--- src/rtl/cap_sram_params.svh ---
// ################################################
// Capability-tagged SRAM size and layout constants.
// ################################################

`ifndef CAP_SRAM_PARAMS_SVH
`define CAP_SRAM_PARAMS_SVH

// Byte address width, 4 KiB of data.
`define CAP_SRAM_ADDR_W    12
`define CAP_SRAM_DATA_W    32
`define CAP_SRAM_LANE_W    8
`define CAP_SRAM_NUM_LANES (`CAP_SRAM_DATA_W / `CAP_SRAM_LANE_W)
// Word address, byte offset stripped.
`define CAP_SRAM_WORD_AW   10
// One tag per two 32-bit words.
`define CAP_SRAM_TAG_OFF   1

`endif

--- src/rtl/cap_sram_cap_pkg.sv ---
// ################################################
// Capability tag types.
// ################################################

`include "cap_sram_params.svh"

package cap_sram_cap_pkg;

  // Valid-capability marker for a 64-bit group.
  typedef logic cap_tag_t;
  // Tag store index, word address minus the group bits.
  typedef logic [`CAP_SRAM_WORD_AW-`CAP_SRAM_TAG_OFF-1:0] tag_addr_t;

endpackage

--- src/rtl/cap_sram_mem_pkg.sv ---
// ################################################
// Data memory types: addresses, words and lanes.
// ################################################

`include "cap_sram_params.svh"

package cap_sram_mem_pkg;

  // Byte address as seen at the ports.
  typedef logic [`CAP_SRAM_ADDR_W-1:0]    byte_addr_t;
  // Word index into every lane.
  typedef logic [`CAP_SRAM_WORD_AW-1:0]   word_addr_t;
  // Full bus word.
  typedef logic [`CAP_SRAM_DATA_W-1:0]    data_t;
  // Slice held by one lane.
  typedef logic [`CAP_SRAM_LANE_W-1:0]    lane_data_t;
  // One enable per lane.
  typedef logic [`CAP_SRAM_NUM_LANES-1:0] byte_en_t;

endpackage

--- src/rtl/cap_sram_lane_if.sv ---
// ################################################
// Word-level command bundle, front end to lanes.
// ################################################

`timescale 1ns/10ps

interface cap_sram_lane_if;

  // Port A, read or write.
  logic                          a_req;
  logic                          a_we;
  cap_sram_mem_pkg::word_addr_t  a_addr;
  // Already gated with request and write.
  cap_sram_mem_pkg::byte_en_t    a_lane_we;
  cap_sram_mem_pkg::data_t       a_wdata;

  // Port B, read only.
  logic                          b_req;
  cap_sram_mem_pkg::word_addr_t  b_addr;

  // Decoder side.
  modport front (
    output a_req, a_we, a_addr, a_lane_we, a_wdata,
    output b_req, b_addr
  );

  // Byte lanes.
  modport lane (
    input  a_req, a_we, a_addr, a_lane_we, a_wdata,
    input  b_req, b_addr
  );

  // Tag store and valid pulses, no data needed.
  modport rsp (
    input  a_req, a_we, a_addr,
    input  b_req, b_addr
  );

endinterface

--- src/rtl/cap_sram_rsp.sv ---
// ################################################
// Response stage: tag store, read merge and
// read-valid pulses for both ports.
// ################################################

`timescale 1ns/10ps

`include "cap_sram_params.svh"

module cap_sram_rsp (
  input  logic                          clk_i,
  input  logic                          rst_ni,
  cap_sram_lane_if.rsp                  cmd,
  // Set on a capability store.
  input  cap_sram_cap_pkg::cap_tag_t    a_wcap_i,
  // Lane read bytes, already concatenated.
  input  cap_sram_mem_pkg::data_t       a_lane_rdata_i,
  input  cap_sram_mem_pkg::data_t       b_lane_rdata_i,
  // Port A response.
  output logic                          a_rvalid_o,
  output cap_sram_mem_pkg::data_t       a_rdata_o,
  output cap_sram_cap_pkg::cap_tag_t    a_rcap_o,
  // Port B response.
  output logic                          b_rvalid_o,
  output cap_sram_mem_pkg::data_t       b_rdata_o
);

  localparam int unsigned TagDepth = 2 ** (`CAP_SRAM_WORD_AW - `CAP_SRAM_TAG_OFF);

  // One tag per 64-bit group.
  cap_sram_cap_pkg::cap_tag_t tag_mem [TagDepth];

  cap_sram_cap_pkg::tag_addr_t tag_idx;
  cap_sram_cap_pkg::cap_tag_t  a_rcap_q;

  logic a_rd;
  logic a_wr;
  logic a_rvalid_q;
  logic b_rvalid_q;

  // Drop the word-in-group bit.
  assign tag_idx = cmd.a_addr[`CAP_SRAM_WORD_AW-1:`CAP_SRAM_TAG_OFF];

  assign a_wr = cmd.a_req & cmd.a_we;
  assign a_rd = cmd.a_req & ~cmd.a_we;

  // Every write updates the tag, even with no byte enabled.
  // Read kept in step with the lane read registers.
  always_ff @(posedge clk_i) begin
    if (a_wr) begin
      tag_mem[tag_idx] <= a_wcap_i;
    end else if (a_rd) begin
      a_rcap_q <= tag_mem[tag_idx];
    end
  end

  // One-cycle valid pulses, reads only.
  always_ff @(posedge clk_i or negedge rst_ni) begin
    if (!rst_ni) begin
      a_rvalid_q <= 1'b0;
      b_rvalid_q <= 1'b0;
    end else begin
      a_rvalid_q <= a_rd;
      b_rvalid_q <= cmd.b_req;
    end
  end

  assign a_rvalid_o = a_rvalid_q;
  assign a_rdata_o  = a_lane_rdata_i;
  assign a_rcap_o   = a_rcap_q;

  assign b_rvalid_o = b_rvalid_q;
  assign b_rdata_o  = b_lane_rdata_i;

endmodule

--- src/flat_wrapper.sv ---
// flat-port wrapper written by rule: the top's interface ports become plain ports
module cap_sram_rsp_flat 
  (clk_i, rst_ni, a_wcap_i, a_lane_rdata_i, b_lane_rdata_i, a_rvalid_o, a_rdata_o, a_rcap_o, b_rvalid_o, b_rdata_o, cmd_a_req, cmd_a_we, cmd_a_addr, cmd_b_req, cmd_b_addr);
  cap_sram_lane_if cmd_i ();
  input  logic clk_i;
  input  logic rst_ni;
  input  cap_sram_cap_pkg::cap_tag_t a_wcap_i;
  input  cap_sram_mem_pkg::data_t a_lane_rdata_i;
  input  cap_sram_mem_pkg::data_t b_lane_rdata_i;
  output logic a_rvalid_o;
  output cap_sram_mem_pkg::data_t a_rdata_o;
  output cap_sram_cap_pkg::cap_tag_t a_rcap_o;
  output logic b_rvalid_o;
  output cap_sram_mem_pkg::data_t b_rdata_o;
  input wire logic [$bits(cmd_i.a_req)-1:0] cmd_a_req;
  input wire logic [$bits(cmd_i.a_we)-1:0] cmd_a_we;
  input wire logic [$bits(cmd_i.a_addr)-1:0] cmd_a_addr;
  input wire logic [$bits(cmd_i.b_req)-1:0] cmd_b_req;
  input wire logic [$bits(cmd_i.b_addr)-1:0] cmd_b_addr;
  assign cmd_i.a_req = cmd_a_req;
  assign cmd_i.a_we = cmd_a_we;
  assign cmd_i.a_addr = cmd_a_addr;
  assign cmd_i.b_req = cmd_b_req;
  assign cmd_i.b_addr = cmd_b_addr;
  cap_sram_rsp u_core (.clk_i(clk_i), .rst_ni(rst_ni), .cmd(cmd_i), .a_wcap_i(a_wcap_i), .a_lane_rdata_i(a_lane_rdata_i), .b_lane_rdata_i(b_lane_rdata_i), .a_rvalid_o(a_rvalid_o), .a_rdata_o(a_rdata_o), .a_rcap_o(a_rcap_o), .b_rvalid_o(b_rvalid_o), .b_rdata_o(b_rdata_o));
endmodule
--- config.mk ---
export PLATFORM = sky130hd
export DESIGN_NAME = cap_sram_rsp_flat
export DESIGN_NICKNAME = d
export VERILOG_FILES = /design/src/rtl/cap_sram_cap_pkg.sv /design/src/rtl/cap_sram_mem_pkg.sv /design/src/rtl/cap_sram_lane_if.sv /design/src/rtl/cap_sram_rsp.sv /design/src/flat_wrapper.sv
export VERILOG_INCLUDE_DIRS = /design/src /design/src/rtl
export SDC_FILE = /design/constraint.sdc
export NUM_CORES = 1
export LEC_CHECK = 0
export CORE_MARGIN = 2
export CORE_UTILIZATION = 57
export DETAILED_ROUTE_END_ITERATION = 8
export DONT_BUFFER_PORTS = 1
export PLACE_DENSITY_LB_ADDON = 0.25
export SETUP_SLACK_MARGIN = 0.05
export SYNTH_ARGS = -nofsm -noshare
export SYNTH_HDL_FRONTEND = slang
export SYNTH_SLANG_ARGS = --single-unit
--- constraint.sdc ---
create_clock -name clk_i -period 3.85 [get_ports clk_i]
set_input_delay 0.1925 -clock clk_i [delete_from_list [all_inputs] [get_ports clk_i]]
set_output_delay 0.1925 -clock clk_i [all_outputs]
set_load 0.005 [all_outputs]
# Yosys cells after proc, flatten, opt, wreduce, memory -nomap -nowiden
# Memory sizes are Yosys's and may differ from the RTL's. A register that Yosys moved wholly into a read port is not among the register bits.
# Index checks and enable logic that the tools add are counted.
dict set report totals {
  reg_bits 2
  n_memories 1
  input_bits 90
  output_inout_bits 67
  ramBits 512
  wordCells 10
}
dict set report op_classes {
  reduce_logical 1
  muxes 2
  n_bitwise 4
}
# memory depth width rd rd_clocked_by_memory_dff write_ports line
set mem_list {}
lappend mem_list {u_core.tag_mem 512 1 1 1 1 cap_sram_rsp.sv:31} ;# cap_sram_cap_pkg::cap_tag_t tag_mem [TagDepth];
# cell count
set op_table {}
lappend op_table {{AND 1 bit} 2}
lappend op_table {{two-way mux 1 bit} 2}
lappend op_table {{inverter 1 bit} 2}
lappend op_table {{AND reduction 2 bit} 1}

# Logic depth before layout (Yosys ltp)
# Gate-level depths: netlist (run 1).
dict set report logic_depth {
  ltp_word 3
  mapped_depth 12
  depth_no_buf 7
}

# Worst setup path after synthesis (run 1)
# Ideal clock, no wire load.
dict set report synth_path {
  kind {in2reg}
  startpoint {input port cmd_a_addr[1]}
  endpoint {register u_core.a_rcap_q (netlist: u_core.a_rcap_o), read port of u_core.tag_mem (data pin)}
  t_arrival_ns 2.153
  stages 10
  required_ns 3.579
  n_path_buf 3
  slack_ns 1.426
  setup_ns 0.271
  cell_sequence {buf_6 -> buf_12 -> buf_2 -> mux4_2 -> nand3_1 -> a31oi_1 -> o31ai_1 -> nand4_1 -> nor4_2 -> o211ai_1}
}
# item line
set synth_lines {}
lappend synth_lines {{start, declared} flat_wrapper.sv:17} ;# input wire logic [$bits(cmd_i.a_addr)-1:0] cmd_a_addr;
lappend synth_lines {{end, declared} cap_sram_rsp.sv:34} ;# cap_sram_cap_pkg::cap_tag_t a_rcap_q;

==> flow_summary.json, run 1 <==
{
  "initial_core_util_pct": 57.8,
  "syn-cell-area_mm2": 0.0230,
  "cts.path.max_buffers": 3,
  "drt_iter0_drc": 1476,
  "cp_data_arrival_time_ns": 3.64,
  "gp_congestion": 0.811,
  "critPathMaxFanout": 1,
  "synth.top_cell.area_share_pct": 66.9,
  "die_h_um": 205,
  "drt-pass1-iter-count": 5,
  "yosysTopAreaCell": "edfxtp_1",
  "place_area_mm2": 0.0228,
  "syn_inst": 1632,
  "rows": 73,
  "cts-root-buf": "clkbuf_16",
  "post-route-period-util_pct": 86.3,
  "top_usage_layer": "met2",
  "viasPerCell": 6.31,
  "die_area_mm2": 0.0420,
  "critPathCaptureType": "flop",
  "cts_setup_buffers": 0,
  "grtUsageTotal_pct": 24.9,
  "peakVddDrop_mv": 0.408,
  "crit_type": "flop to flop",
  "syn_nets": 1722,
  "design_area_mm2": 0.0244,
  "portBuffers": 0,
  "cts_buffers": 51,
  "ant_nets": 0,
  "grt_pass1_wl_um": 77400,
  "drive_gt1_share_pct": 13.6,
  "met3_usage_pct": 5.12,
  "die_w_um": 205,
  "grt_max_degree": 513,
  "finalHoldViolCount": 224,
  "routedWlPerCell_um": 24.5,
  "violations": "negative hold slack",
  "antenna_cells": 0,
  "max-slew-margin-rel_pct": 23.7,
  "async_reset_ff_share_pct": 0.388,
  "clock-sinks": 515,
  "syn_area_per_cell_um2": 14.1,
  "synth_ff_type": "edfxtp_1",
  "p_per_area_mw_per_mm2": 462,
  "run_status": "complete, but fails checks",
  "synth_cell_types": 57,
  "coreArea_mm2": 0.0398,
  "clkTransAtPathRegs_ns": 0.06,
  "fmax_mhz": 301,
  "synth-seq-cells": 515,
  "cts.repair.resized": 0,
  "hold_buffers": 7,
  "met2_usage_pct": 40.3,
  "required_ns": 4.17,
  "htreeDepth": 2,
  "hold_class": "input pin to flop",
  "clkLatencyLatePin_ns": 0.59,
  "finalSetupTns_ns": 0,
  "cap_violations": 0,
  "first_global_vias": 13100,
  "areaGrowthSynthToFinish_pct": 5.99,
  "routed_wl_um": 51000,
  "fin_worst_skew_ns": 0.0138,
  "worst_slew_pin_slew_ns": 1.14,
  "pin_count": 157,
  "drc": 0,
  "synth_warnings": 0,
  "nets": 1612,
  "antenna_found_initial": 2,
  "synth_seq_area_share_pct": 67.1,
  "cts_tree": "built",
  "start_kind": "flop",
  "fin_crit_ns": 3.32,
  "vias": 13200,
  "rsz0062_at_grt": "false",
  "synth_edf_count": 513,
  "grt_util_met1_pct": 34.4,
  "grt-ovfl-total": 0,
  "drv_slew": 0,
  "hpwl_um": 27100,
  "post-place-cells": 1987,
  "synthTopCellsByArea": "edfxtp_1 (67%), mux4_2 (9.3%), nor2_1 (8.5%)",
  "setup_viol": 0,
  "p_leak_nw": 7.23,
  "fin_cells": 2087,
  "fin_hold_ws_ns": -0.252
}
[registers in the layout, summed over array words and instances, names as in the netlist]
register           cells
u_core.a_rcap_o        1
u_core.a_rvalid_o      1
u_core.b_rvalid_o      1
u_core.tag_mem       512
[cell usage after synthesis, drive strengths merged, types with 7 or more instances]
library cell / n
edfxtp: 513
nand3: 26
nor2: 524
nand2: 56
a21oi: 7
o21ai: 11
mux4: 109
buf: 97
a22oi: 15
clkbuf: 104
a211oi: 9
mux2i: 48
mux2: 9
nor2b: 18
[power breakdown]
part,internal [mW],switching (mW)
combinational,0.173,0.180
clock,2.69,2.06
sequential,6.17,0.00223
total,9.04,2.24
[layout by cell type (no fill, tap or decap), types with 5 or more instances in the layout]
cell type / instances
mux2_1: 5
nand2_1: 54
dlygate4sd3_1: 7
a31oi_1: 5
mux4_2: 95
nor2b_1: 18
clkbuf_1: 7
clkinv_1: 17
inv_1: 5
a221oi_1: 5
a22oi_1: 15
clkinv_2: 12
o21ai_0: 7
edfxtp_1: 513
nand3_1: 22
a211oi_1: 9
clkbuf_16: 53
buf_4: 31
mux4_1: 14
a21oi_1: 7
nor2_1: 524
mux2i_1: 48
o22ai_1: 6
[logic make-up after synthesis]
group           Yosys count  share of synthesized area, %
simple gates            666                          11.8
flops                   515                          67.1
buf+inv                 207                          5.20
mux                     166                          13.4
compound gates           78                          2.43
[through the flow]
stage | utilization, % | setup slack, ns | hold WS [ns] | power (mW)
after floorplan | - | 1.43 | -0.103 | 6.69
after global placement | 57.2 | 1.15 | -0.103 | 6.63
after detailed placement | 57.2 | 1.13 | -0.103 | 6.63
after CTS | 61.3 | 0.626 | -0.270 | 11.3
after global routing | 61.3 | 0.389 | -0.262 | 11.6
final | 61.3 | 0.529 | -0.252 | 11.3
[path summary, 6_finish.rpt]
path                                          startpoint                            to  slack (ns)  depth (start not counted)
max in group asynchronous                         rst_ni   u_core.b_rvalid_o$_DFF_PN0_        3.33                          2
min in group asynchronous                         rst_ni   u_core.a_rvalid_o$_DFF_PN0_        0.40                          2
min                                             a_wcap_i  u_core.tag_mem[33]$_DFFE_PP_       -0.25                          0
max                        u_core.tag_mem[372]$_DFFE_PP_     u_core.a_rcap_o$_DFFE_PP_        0.53                          8
min reg2reg                u_core.tag_mem[360]$_DFFE_PP_     u_core.a_rcap_o$_DFFE_PP_        1.58                          6
max reg2reg                u_core.tag_mem[372]$_DFFE_PP_     u_core.a_rcap_o$_DFFE_PP_        0.53                          8
[layer usage]
metal	vias to the layer above	share of wire (%)
li1	5692	-
met1	6757	39
met2	628	49
met3	90	9.8
met4	2	2.3
met5	-	0.024
[cell type report]
type,instances,area [um2]
multi-input cells,910,6400
fillers,3083,15400
flip-flops and latches,515,15500
clock inverters,33,221
well taps,525,657
inverters,6,22.5
repair buffers,38,303
clock buffers,60,1350
[critical path, cell delays in order, from the launching register on]
cell and delay [ns]:
edfxtp_1 0.36, mux4_1 0.50, mux2i_1 0.31, o22ai_1 0.17, nor4_2 0.33, o221ai_1 0.18
nor4_2 0.46, o211ai_1 0.16, dlygate4sd3_1 0.59
Note: power is estimated with default switching activity, not from simulation.
==> run 2, diff against run 1 <==
BUFFER_PORTS_ARGS = -buffer_cell sky130_fd_sc_hd__buf_2   (was not set)
DONT_BUFFER_PORTS = not set   (was 1)
==> run 2 against run 1 <==
Compared with the run above: core utilization grew 1.2 points; die area unchanged; largest power group unchanged; via count increased by 1.7%; the flow now finishes without violations; clock skew up 0.0019 ns; sequential power hardly changed; critical path depth decreased by 1; non-clock buffer count grew 58; global-route usage is 0.90 points higher; flip-flop and latch count unchanged.
==> flow_summary.json, run 2 (synthesis gave the netlist of run 1 again) <==
{
  "drv_slew": 0,
  "grt-ovfl-total": 0,
  "drt_iter0_drc": 1358,
  "grtUsageTotal_pct": 25.8,
  "antenna_found_initial": 0,
  "total_power_mw": 11.4,
  "hpwl_um": 31100,
  "antenna_cells": 0,
  "die_w_um": 205,
  "worst_slew_pin_slew_ns": 0.911,
  "p_leak_nw": 7.50,
  "p_per_area_mw_per_mm2": 459,
  "ant_nets": 0,
  "post-route-period-util_pct": 67.9,
  "grt_util_met1_pct": 35.5,
  "cp_cell_sequence": "mux4_1, mux2i_1, o22ai_1, nor4_2, o221ai_1, nor4_2, o211ai_1",
  "finalSetupTns_ns": 0,
  "startpoint": "u_core.tag_mem[372]$_DFFE_PP_",
  "crit_slowest_cell": "mux4_1",
  "critPathCaptureType": "flop",
  "gp_congestion": 0.822,
  "pin_count": 157,
  "viasPerCell": 6.25,
  "hold_class": "input pin to flop",
  "fin_cells": 2144,
  "worstReg2RegEnd": "u_core.a_rcap_o$_DFFE_PP_",
  "clock-sinks": 515,
  "max-slew-margin-rel_pct": 39.3,
  "reg2reg_slack_ns": 1.23,
  "vias": 13400,
  "cts.repair.resized": 0,
  "htreeDepth": 2,
  "grt_pass1_wl_um": 79500,
  "crit_type": "flop to flop",
  "path_common_cell": "nor4_2",
  "top_register": "u_core.tag_mem",
  "post-place-cells": 2048,
  "rsz0062_at_grt": "false",
  "start_kind": "flop",
  "portBuffers": 17,
  "fmax_mhz": 382,
  "die_h_um": 205,
  "first_global_vias": 13500,
  "met3_usage_pct": 4.26,
  "initial_core_util_pct": 57.8,
  "met2_usage_pct": 42.0,
  "cpPeakStageDelay_ns": 0.50,
  "cts-root-buf": "clkbuf_16",
  "areaGrowthSynthToFinish_pct": 7.99,
  "run_status": "complete, no violations",
  "worstRegToRegCells": 7,
  "grt_max_degree": 157,
  "rows": 73,
  "cts_buffers": 52,
  "critPathMaxFanout": 1,
  "required_ns": 4.16,
  "drt-pass1-iter-count": 6,
  "clkTransAtPathRegs_ns": 0.06,
  "setup_viol": 0,
  "routed_wl_um": 52700,
  "fin_worst_skew_ns": 0.0157,
  "cts_tree": "built",
  "drive_gt1_share_pct": 16.9,
  "clkLatencyLatePin_ns": 0.59,
  "nets": 1671,
  "die_area_mm2": 0.0420,
  "finalHoldViolCount": 0,
  "peakVddDrop_mv": 0.349,
  "coreArea_mm2": 0.0398,
  "cp_data_arrival_time_ns": 2.93,
  "drc": 0,
  "cts.path.max_buffers": 3,
  "fin_crit_ns": 2.62,
  "final_cell_mix": "nor2_1 (524), edfxtp_1 (513), mux4_2 (95)",
  "cap_violations": 0,
  "mostFrequentLayoutCell": "nor2_1",
  "critPathCapture": "u_core.a_rcap_o$_DFFE_PP_",
  "top_usage_layer": "met2",
  "largest_reg_flops": 512,
  "r2r_start": "u_core.tag_mem[372]$_DFFE_PP_",
  "routedWlPerCell_um": 24.6
}
-- run 2: changes by cell type in the layout (fill, tap and decap cells not counted), sizes merged --
cell and change:
buf +61, bufinv -1, clkbuf +5, clkinv -6, clkinvlp +1, dlygate4sd3 -3
-- run 2: how the worst min path moves through the flow --
stage,startpoint,end,slack (ns),depth (start not counted)
after floorplan,rst_ni,u_core.a_rvalid_o$_DFF_PN0_,-0.10,0
final,cmd_a_addr[6],u_core.a_rcap_o$_DFFE_PP_,0.05,2
after global placement,rst_ni,u_core.b_rvalid_o$_DFF_PN0_,-0.02,1
after global routing,cmd_a_addr[6],u_core.a_rcap_o$_DFFE_PP_,0.04,2
after detailed placement,rst_ni,u_core.b_rvalid_o$_DFF_PN0_,-0.02,1
after CTS,cmd_a_addr[6],u_core.a_rcap_o$_DFFE_PP_,0.02,2
-- run 2: final cells by class --
cell class / count / area (um2)
flip-flops and latches: 515 / 15500
fillers: 3069 / 15000
multi-input cells: 910 / 6410
clock buffers: 65 / 1370
repair buffers: 96 / 786
well taps: 525 / 657
clock inverters: 27 / 173
inverters: 6 / 22.5
-- run 2: worst max-delay path, delay by kind of cell (launching register included) --
| kind | cells | cell delay, ns |
|---|---|---|
| mux | 2 | 0.77 |
| simple gates | 2 | 0.70 |
| compound gates | 3 | 0.51 |
| flops | 1 | 0.37 |
-- run 2: where the power goes --
part | switching, mW | internal [mW]
sequential | 0.00147 | 6.17
clock | 2.04 | 2.64
combinational | 0.363 | 0.205
-- run 2: per-stage QoR --
stage / util (%) / hold slack, ns / worst slack (ns) / instance area [um2]
CTS: 62.5 / 0.0186 / 1.23 / 24900
floorplan: - / -0.103 / 1.43 / 23000
finish: 62.5 / 0.0511 / 1.23 / 24900
detailed placement: 58.5 / -0.0194 / 0.616 / 23300
global route: 62.5 / 0.0439 / 1.08 / 24900
global placement: 58.5 / -0.0228 / 0.650 / 23300
-- run 2: what timing repair did --
item / 4_1_cts / 5_1_grt
hold buffers: 4 / 0
setup endpoints to repair: 0 / 0
setup buffers: 0 / 0
endpoints found under the hold margin: 4 / 0
-- run 2: per-layer routing --
metal / vias up / routed length [um]
li1: 5804 / -
met1: 6925 / 21100
met2: 541 / 25800
met3: 120 / 4090
met4: 0 / 1760
met5: - / 0
